## src/rob_cfg_pkg.sv

```systemverilog
package rob_cfg_pkg;

  // ====================
  // buffer geometry
  // ====================

  // entry count with one instruction in each
  parameter int unsigned rob_depth = 8;

  // decode lanes allocating per cycle
  parameter int unsigned alloc_width = 2;

  // head entries that may retire per cycle
  parameter int unsigned commit_width = 2;

  // index and wrap pointer widths
  parameter int unsigned rob_idx_w = $clog2(rob_depth);
  parameter int unsigned rob_ptr_w = rob_idx_w + 1;

  typedef logic [rob_idx_w-1:0] rob_idx_t;

  // msb is the wrap bit
  typedef logic [rob_ptr_w-1:0] rob_ptr_t;

endpackage

```

## src/rob_types_pkg.sv

```systemverilog
package rob_types_pkg;

  // ====================
  // buffer entry
  // ====================

  typedef struct packed {
    logic [31:0] pc;
    logic [4:0]  arch_reg;
    logic        complete;
    logic        is_store;
    logic        excp;
    logic        br_redirect;
    logic [31:0] br_target;
    logic [31:0] wdata;
  } rob_entry_t;

  // ====================
  // writeback payloads
  // ====================

  // the alu port may carry a branch redirect
  typedef struct packed {
    rob_cfg_pkg::rob_idx_t rob_idx;
    logic [31:0]           wdata;
    logic                  br_redirect;
    logic [31:0]           br_target;
  } alu_wb_t;

  // the memory port may carry an exception
  typedef struct packed {
    rob_cfg_pkg::rob_idx_t rob_idx;
    logic [31:0]           wdata;
    logic                  excp;
    logic                  is_store;
  } mem_wb_t;

endpackage

```

## src/rob_wb_if.sv

```systemverilog
// writeback request from one execution unit into the buffer
interface rob_wb_if #(
  parameter type payload_t = logic
) ();

  logic     valid;
  logic     ready;
  payload_t payload;

  // held by the source until valid and ready meet on a rising edge
  modport src (
    output valid,
    output payload,
    input  ready
  );

  modport dst (
    input  valid,
    input  payload,
    output ready
  );

endinterface

```

## src/rob_cmt_if.sv

```systemverilog
// head of the buffer as seen by the commit unit
interface rob_cmt_if ();
  import rob_cfg_pkg::*;
  import rob_types_pkg::*;

  logic [commit_width-1:0]       head_valid;
  rob_entry_t [commit_width-1:0] head_entry;
  // entries retired this cycle (0 to 2)
  logic [1:0]                    commit_cnt;

  modport rob (
    output head_valid,
    output head_entry,
    input  commit_cnt
  );

  modport cmt (
    input  head_valid,
    input  head_entry,
    output commit_cnt
  );

endinterface

```

## src/wb_slot.sv

```systemverilog
module wb_slot #(
  parameter type payload_t = logic
) (
  input  logic     clk,
  input  logic     rst_n,
  input  logic     flush,
  input  logic     in_valid,
  output logic     in_ready,
  input  payload_t in_payload,
  rob_wb_if.src    out
);

  logic     valid_q;
  payload_t payload_q;

  // free when empty, or when the held request leaves this cycle
  assign in_ready = !valid_q || out.ready;

  assign out.valid   = valid_q;
  assign out.payload = payload_q;

  always_ff @(posedge clk or negedge rst_n) begin
    if (!rst_n) begin
      valid_q <= 1'b0;
    end else if (flush) begin
      valid_q <= 1'b0;
    end else if (in_valid && in_ready) begin
      valid_q <= 1'b1;
    end else if (out.ready) begin
      valid_q <= 1'b0;
    end
  end

  always_ff @(posedge clk) begin
    if (in_valid && in_ready) begin
      payload_q <= in_payload;
    end
  end

endmodule

```

## src/reorder_buffer.sv

```systemverilog
module reorder_buffer (
  input  logic                                           clk,
  input  logic                                           rst_n,
  input  logic                                           flush,
  input  logic [rob_cfg_pkg::alloc_width-1:0]            alloc_valid,
  input  logic [rob_cfg_pkg::alloc_width-1:0][31:0]      alloc_pc,
  input  logic [rob_cfg_pkg::alloc_width-1:0][4:0]       alloc_arch_reg,
  input  logic [rob_cfg_pkg::alloc_width-1:0]            alloc_excp,
  output logic                                           alloc_ready,
  output rob_cfg_pkg::rob_idx_t [rob_cfg_pkg::alloc_width-1:0] alloc_idx,
  rob_wb_if.dst                                          alu_wb,
  rob_wb_if.dst                                          mem_wb,
  rob_cmt_if.rob                                         cmt
);
  import rob_cfg_pkg::*;
  import rob_types_pkg::*;

  rob_entry_t                    entry_q [rob_depth];
  rob_ptr_t                      head_q;
  rob_ptr_t                      tail_q;
  logic [rob_ptr_w-1:0]          count_q;
  logic                          alloc_en_q;

  logic [alloc_width-1:0]        alloc_fire;
  logic [$clog2(alloc_width):0]  alloc_cnt;
  rob_idx_t [commit_width-1:0]   head_idx;

  // ====================
  // allocation
  // ====================

  // room for a full decode group and held off for a cycle after reset
  assign alloc_ready = alloc_en_q && (count_q <= rob_depth - alloc_width) && !flush;
  assign alloc_fire  = alloc_valid & {alloc_width{alloc_ready}};

  always_comb begin
    alloc_cnt = '0;
    for (int i = 0; i < alloc_width; i++) begin
      alloc_idx[i] = tail_q[rob_idx_w-1:0] + rob_idx_t'(i);
      alloc_cnt    = alloc_cnt + alloc_fire[i];
    end
  end

  // ====================
  // writeback ready
  // ====================

  assign alu_wb.ready = 1'b1;

  // stores only write back once they are the oldest entry
  assign mem_wb.ready = !mem_wb.payload.is_store || (mem_wb.payload.rob_idx == head_idx[0]);

  // ====================
  // head presentation
  // ====================

  always_comb begin
    for (int i = 0; i < commit_width; i++) begin
      head_idx[i]       = head_q[rob_idx_w-1:0] + rob_idx_t'(i);
      cmt.head_entry[i] = entry_q[head_idx[i]];
    end
    cmt.head_valid[0] = (count_q != '0) && entry_q[head_idx[0]].complete;
    // younger lanes only behind a valid older lane
    for (int i = 1; i < commit_width; i++) begin
      cmt.head_valid[i] = cmt.head_valid[i-1] && (count_q > i) &&
                          entry_q[head_idx[i]].complete;
    end
  end

  // ====================
  // entry store
  // ====================

  always_ff @(posedge clk) begin
    for (int i = 0; i < alloc_width; i++) begin
      if (alloc_fire[i]) begin
        // an entry faulting at decode is already done
        entry_q[alloc_idx[i]] <= '{
          pc:          alloc_pc[i],
          arch_reg:    alloc_arch_reg[i],
          complete:    alloc_excp[i],
          is_store:    1'b0,
          excp:        alloc_excp[i],
          br_redirect: 1'b0,
          br_target:   '0,
          wdata:       '0
        };
      end
    end

    if (alu_wb.valid && alu_wb.ready) begin
      entry_q[alu_wb.payload.rob_idx].complete    <= 1'b1;
      entry_q[alu_wb.payload.rob_idx].wdata       <= alu_wb.payload.wdata;
      entry_q[alu_wb.payload.rob_idx].br_redirect <= alu_wb.payload.br_redirect;
      entry_q[alu_wb.payload.rob_idx].br_target   <= alu_wb.payload.br_target;
    end

    if (mem_wb.valid && mem_wb.ready) begin
      entry_q[mem_wb.payload.rob_idx].complete <= 1'b1;
      entry_q[mem_wb.payload.rob_idx].wdata    <= mem_wb.payload.wdata;
      entry_q[mem_wb.payload.rob_idx].excp     <= mem_wb.payload.excp;
      entry_q[mem_wb.payload.rob_idx].is_store <= mem_wb.payload.is_store;
    end
  end

  // pointer control
  always_ff @(posedge clk or negedge rst_n) begin
    if (!rst_n) begin
      head_q     <= '0;
      tail_q     <= '0;
      count_q    <= '0;
      alloc_en_q <= 1'b0;
    end else begin
      alloc_en_q <= 1'b1;
      if (flush) begin
        head_q  <= '0;
        tail_q  <= '0;
        count_q <= '0;
      end else begin
        head_q  <= head_q + cmt.commit_cnt;
        tail_q  <= tail_q + alloc_cnt;
        count_q <= count_q + alloc_cnt - cmt.commit_cnt;
      end
    end
  end

endmodule

```

## src/commit_unit.sv

```systemverilog
module commit_unit #(
  parameter logic [31:0] exc_vector = 32'h0000_1c00
) (
  input  logic                                       clk,
  input  logic                                       rst_n,
  rob_cmt_if.cmt                                     cmt,
  output logic [rob_cfg_pkg::commit_width-1:0]       retire_valid,
  output logic [rob_cfg_pkg::commit_width-1:0][31:0] retire_pc,
  output logic [rob_cfg_pkg::commit_width-1:0][4:0]  retire_arch_reg,
  output logic [rob_cfg_pkg::commit_width-1:0][31:0] retire_wdata,
  output logic [31:0]                                retire_count,
  output logic                                       flush,
  output logic                                       redirect_pc_valid_unused_n,
  output logic [31:0]                                redirect_pc
);
  import rob_cfg_pkg::*;
  import rob_types_pkg::*;

  rob_entry_t              lane0_entry;
  rob_entry_t              lane1_entry;
  logic                    lane0_flush;
  logic [commit_width-1:0] retire_sel;

  assign lane0_entry = cmt.head_entry[0];
  assign lane1_entry = cmt.head_entry[1];
  assign lane0_flush = lane0_entry.br_redirect || lane0_entry.excp;

  // ====================
  // retire selection
  // ====================

  // nothing retires while the flush is in flight
  assign retire_sel[0] = cmt.head_valid[0] && !flush;

  // redirects and exceptions always retire alone in lane 0
  assign retire_sel[1] = retire_sel[0] && cmt.head_valid[1] && !lane0_flush &&
                         !lane0_entry.is_store && !lane1_entry.br_redirect &&
                         !lane1_entry.excp;

  assign cmt.commit_cnt = {1'b0, retire_sel[0]} + {1'b0, retire_sel[1]};

  assign redirect_pc_valid_unused_n = !flush;

  // ====================
  // retire registers
  // ====================

  always_ff @(posedge clk or negedge rst_n) begin
    if (!rst_n) begin
      retire_valid <= '0;
      retire_count <= '0;
      flush        <= 1'b0;
    end else begin
      retire_valid <= retire_sel;
      retire_count <= retire_count + 32'(cmt.commit_cnt);
      flush        <= retire_sel[0] && lane0_flush;
    end
  end

  always_ff @(posedge clk) begin
    for (int i = 0; i < commit_width; i++) begin
      retire_pc[i]       <= cmt.head_entry[i].pc;
      retire_arch_reg[i] <= cmt.head_entry[i].arch_reg;
      retire_wdata[i]    <= cmt.head_entry[i].wdata;
    end
    // exception wins over a redirect on the same entry
    redirect_pc <= lane0_entry.excp ? exc_vector : lane0_entry.br_target;
  end

endmodule

```

## src/rob_top.sv

```systemverilog
module rob_top #(
  parameter logic [31:0] exc_vector = 32'h0000_1c00
) (
  input  logic                                             clk,
  input  logic                                             rst_n,
  input  logic [rob_cfg_pkg::alloc_width-1:0]              alloc_valid,
  input  logic [rob_cfg_pkg::alloc_width-1:0][31:0]        alloc_pc,
  input  logic [rob_cfg_pkg::alloc_width-1:0][4:0]         alloc_arch_reg,
  input  logic [rob_cfg_pkg::alloc_width-1:0]              alloc_excp,
  output logic                                             alloc_ready,
  output rob_cfg_pkg::rob_idx_t [rob_cfg_pkg::alloc_width-1:0] alloc_idx,
  input  logic                                             alu_valid,
  output logic                                             alu_ready,
  input  rob_cfg_pkg::rob_idx_t                            alu_rob_idx,
  input  logic [31:0]                                      alu_wdata,
  input  logic                                             alu_br_redirect,
  input  logic [31:0]                                      alu_br_target,
  input  logic                                             mem_valid,
  output logic                                             mem_ready,
  input  rob_cfg_pkg::rob_idx_t                            mem_rob_idx,
  input  logic [31:0]                                      mem_wdata,
  input  logic                                             mem_excp,
  input  logic                                             mem_is_store,
  output logic [rob_cfg_pkg::commit_width-1:0]             retire_valid,
  output logic [rob_cfg_pkg::commit_width-1:0][31:0]       retire_pc,
  output logic [rob_cfg_pkg::commit_width-1:0][4:0]        retire_arch_reg,
  output logic [rob_cfg_pkg::commit_width-1:0][31:0]       retire_wdata,
  output logic [31:0]                                      retire_count,
  output logic                                             flush,
  output logic [31:0]                                      redirect_pc
);
  import rob_types_pkg::*;

  alu_wb_t alu_payload;
  mem_wb_t mem_payload;

  rob_wb_if #(.payload_t(alu_wb_t)) alu_wb_if ();
  rob_wb_if #(.payload_t(mem_wb_t)) mem_wb_if ();
  rob_cmt_if                        cmt_if ();

  // pack the plain writeback ports
  assign alu_payload = '{rob_idx: alu_rob_idx, wdata: alu_wdata,
                         br_redirect: alu_br_redirect, br_target: alu_br_target};
  assign mem_payload = '{rob_idx: mem_rob_idx, wdata: mem_wdata,
                         excp: mem_excp, is_store: mem_is_store};

  wb_slot #(.payload_t(alu_wb_t)) u_alu_slot (
    .clk(clk), .rst_n(rst_n), .flush(flush),
    .in_valid(alu_valid), .in_ready(alu_ready), .in_payload(alu_payload),
    .out(alu_wb_if)
  );

  wb_slot #(.payload_t(mem_wb_t)) u_mem_slot (
    .clk(clk), .rst_n(rst_n), .flush(flush),
    .in_valid(mem_valid), .in_ready(mem_ready), .in_payload(mem_payload),
    .out(mem_wb_if)
  );

  reorder_buffer u_rob (
    .clk(clk), .rst_n(rst_n), .flush(flush),
    .alloc_valid(alloc_valid), .alloc_pc(alloc_pc), .alloc_arch_reg(alloc_arch_reg),
    .alloc_excp(alloc_excp), .alloc_ready(alloc_ready), .alloc_idx(alloc_idx),
    .alu_wb(alu_wb_if), .mem_wb(mem_wb_if), .cmt(cmt_if)
  );

  commit_unit #(.exc_vector(exc_vector)) u_commit (
    .clk(clk), .rst_n(rst_n), .cmt(cmt_if),
    .retire_valid(retire_valid), .retire_pc(retire_pc),
    .retire_arch_reg(retire_arch_reg), .retire_wdata(retire_wdata),
    .retire_count(retire_count), .flush(flush),
    .redirect_pc_valid_unused_n(), .redirect_pc(redirect_pc)
  );

endmodule

```

## config.mk

```make
export PLATFORM = sky130hd
export DESIGN_NAME = rob_top
export DESIGN_NICKNAME = d
export VERILOG_FILES = /design/src/rob_cfg_pkg.sv /design/src/rob_types_pkg.sv /design/src/rob_wb_if.sv /design/src/rob_cmt_if.sv /design/src/wb_slot.sv /design/src/reorder_buffer.sv /design/src/commit_unit.sv /design/src/rob_top.sv
export SDC_FILE = /design/constraint.sdc
export NUM_CORES = 2
export LEC_CHECK = 0
export ABC_CLOCK_PERIOD_IN_PS = 11690
export BUFFER_PORTS_ARGS = -buffer_cell sky130_fd_sc_hd__buf_2
export CORE_MARGIN = 4
export CORE_UTILIZATION = 55
export CTS_BUF_LIST = sky130_fd_sc_hd__clkbuf_16
export DETAILED_ROUTE_END_ITERATION = 12
export GPL_ROUTABILITY_DRIVEN = 0
export PLACE_DENSITY = 0.78
export SETUP_SLACK_MARGIN = 0.15
export SLEW_MARGIN = 20
export SYNTH_ARGS = -nofsm -noshare
export SYNTH_HDL_FRONTEND = slang
export SYNTH_HIERARCHICAL = 1
export SYNTH_SLANG_ARGS = --single-unit
```

## constraint.sdc

```tcl
create_clock -name clk -period 11.69 [get_ports clk]
set_input_delay 0.5845 -clock clk [delete_from_list [all_inputs] [get_ports clk]]
set_output_delay 0.5845 -clock clk [all_outputs]
set_load 0.02 [all_outputs]
```

==> reports/summary.txt <==
status: finished clean
Final Hold Viols: 0
vias per cell: 6.53
DIE HEIGHT: 325 um
final setup vio count: 0
crit path max fanout: 43
buffers added on ports: 399
Avg Cell Area, Syn: 15.2 sq um
vias in the first global route: 35700
row count: 116
pre-CTS WS: 5.81 ns
Total GRT Usage: 0.288
via count: 34500
largest net degree at the start of global routing: 157
GRT Residual Overflow: 0
Leak: 0.0228 uW
Worst EP arrival: 6.39 ns
part of the cycle the worst path needs: 0.495
final non-filler cell total: 5278
maximum VDD drop: 0.000155 V
cell count after synthesis: 3639
Worst Max-Slew Pin Slew: 1.20 ns
Synth-to-Final Area Change: 12.3%
worst-path cell chain: ha_4, buf_4, mux4_2, mux2_2, and3_1, nor4b_1, and3_1, ha_1, ha_1, inv_1, fa_1, and4b_1, nor4b_2, nand4_1, xnor2_1
drt first pass iters: 5
num ports: 401
hold crit path type: primary input to flip-flop
most flop-heavy register: u_rob/entry_q
Ys Warns: 6
Placeable Area: 0.0999 sq mm
drt wl/cell: 29.3 um
first-pass GRT wire length: 228000 um
layout cell share with drive strength beyond 1: 0.313
Post-CTS Repair Setup Buffers: 0
CTS resizes: 0
die area: 0.106 sq mm
FMAX: 173 MHz
Die X: 325 um
post-synthesis cell area: 0.0553 sq mm
RSZ-0062 raised after global routing: no
final WL: 155000 um
Fillers: 7184
relative slew slack: 0.201
Clk Latency, worst-skew pair: 0.73 ns
dpl hpwl: 85300 um
startpoint types: flip-flop
CTS buffer count: 119
Worst setup EP type: flip-flop
initial antenna violation count: 22
max FFs per register: 840
Layout Skew: 0.0347 ns
# nets final: 4061
clock tree sinks: 1163
CTS root buffer: clkbuf_16
DRT antenna net count: 0
Fin Hold WS: 0.0447 ns
critical path type: flip-flop to flip-flop
initial DRC count: 4428
Worst EP required: 12.30 ns
placed cells: 5023
MaxCap Viol Count: 0
CTS H-tree lvls: 3
DRC: 0
clk buf depth: 3
Final Max Tran Viols: 0
CP max stage cell: buf_4
Starting Density: 0.554
P per Cell Area: 230 mW/mm^2
Final min period: 5.78 ns
clock-pin transition on the worst setup and hold timing paths: 0.06 ns
worst stage delay on the critical path: 0.83 ns
post-route setup slack: 5.91 ns
sum of negative setup slack: 0 ns
CTS tree: done
==> layer usage <==
layer / GRT usage / part of all wire / routed length (um) / vias to the layer above
met5: 0 / 0.00052 / 81 / -
met3: 0.0648 / 0.11 / 16600 / 358
met4: 0.113 / 0.036 / 5540 / 14
met2: 0.483 / 0.50 / 76700 / 2067
li1: - / - / - / 14500
met1: 0.368 / 0.36 / 55700 / 17500
==> cell type report <==
| class | instances | area, sq um | share of cell area |
|---|---|---|---|
| tap | 1298 | 1620 | 0.0262 |
| inverter | 66 | 248 | 0.00399 |
| multi-input combinational | 2021 | 20800 | 0.335 |
| clock inverter | 106 | 692 | 0.0112 |
| antenna | 18 | 45.0 | 0.000726 |
| timing repair buffer | 484 | 2700 | 0.0435 |
| sequential | 1163 | 32900 | 0.530 |
| clock buffer | 122 | 3050 | 0.0492 |
==> per-stage QoR <==
step            util  instance area, sq um  power (uW)
4_1_cts        0.621                 62000       14300
2_1_floorplan      -                 55300        9280
3_5_place_dp   0.582                 58200       10700
5_1_grt        0.621                 62000       14800
3_3_place_gp   0.582                 58100       10600
6_report       0.621                 62100       14300
==> path summary, 6_finish.rpt <==
path / startpoint / endpoint / slack (ns) / cells past startpoint
min in group asynchronous: rst_n / u_commit/retire_count[22]$_DFF_PN0_ / 0.53 / 3
hold / removal: mem_wdata[16] / u_mem_slot/out.payload[18]$_DFFE_PP_ / 0.04 / 1
setup reg to reg: u_rob/head_q[0]$_DFF_PN0_ / u_commit/retire_count[26]$_DFF_PN0_ / 5.91 / 15
max in group asynchronous: rst_n / u_rob/head_q[1]$_DFF_PN0_ / 10.63 / 3
hold reg to reg: u_commit/retire_count[31]$_DFF_PN0_ / u_commit/retire_count[31]$_DFF_PN0_ / 0.48 / 1
setup / recovery: u_rob/head_q[0]$_DFF_PN0_ / u_commit/retire_count[26]$_DFF_PN0_ / 5.91 / 15
==> worst max-delay path, delay by kind of cell (launching register included) <==
kind,cells,cell delay (ns)
simple gates,6,1.35
xor+xnor,1,0.16
buf+inv,2,0.88
flops,1,0.73
mux,2,0.86
fa+ha+maj,4,1.69
==> cells in the final DEF (no fill, tap or decap), drive strengths merged, types with 48 or more instances in the layout <==
cell	instances
and2	173
buf	475
clkinv	70
nand2	297
clkbuf	122
mux4	354
and3	106
mux2	182
inv	94
mux2i	259
dfrtp	48
edfxtp	937
dfxtp	178
nand3	58
a22o	260
==> where the power goes <==
part	total (uW)	switching, uW	internal (uW)
sequential	5680	393	5290
combinational	4940	2730	2210
clock	3640	1600	2040
==> what timing repair did <==
action                                 4_1_cts  5_1_grt
endpoints found under the hold margin       56        0
hold buffers                                 9        0
setup endpoints to repair                    0        0
(Power assumes the default switching activity.)
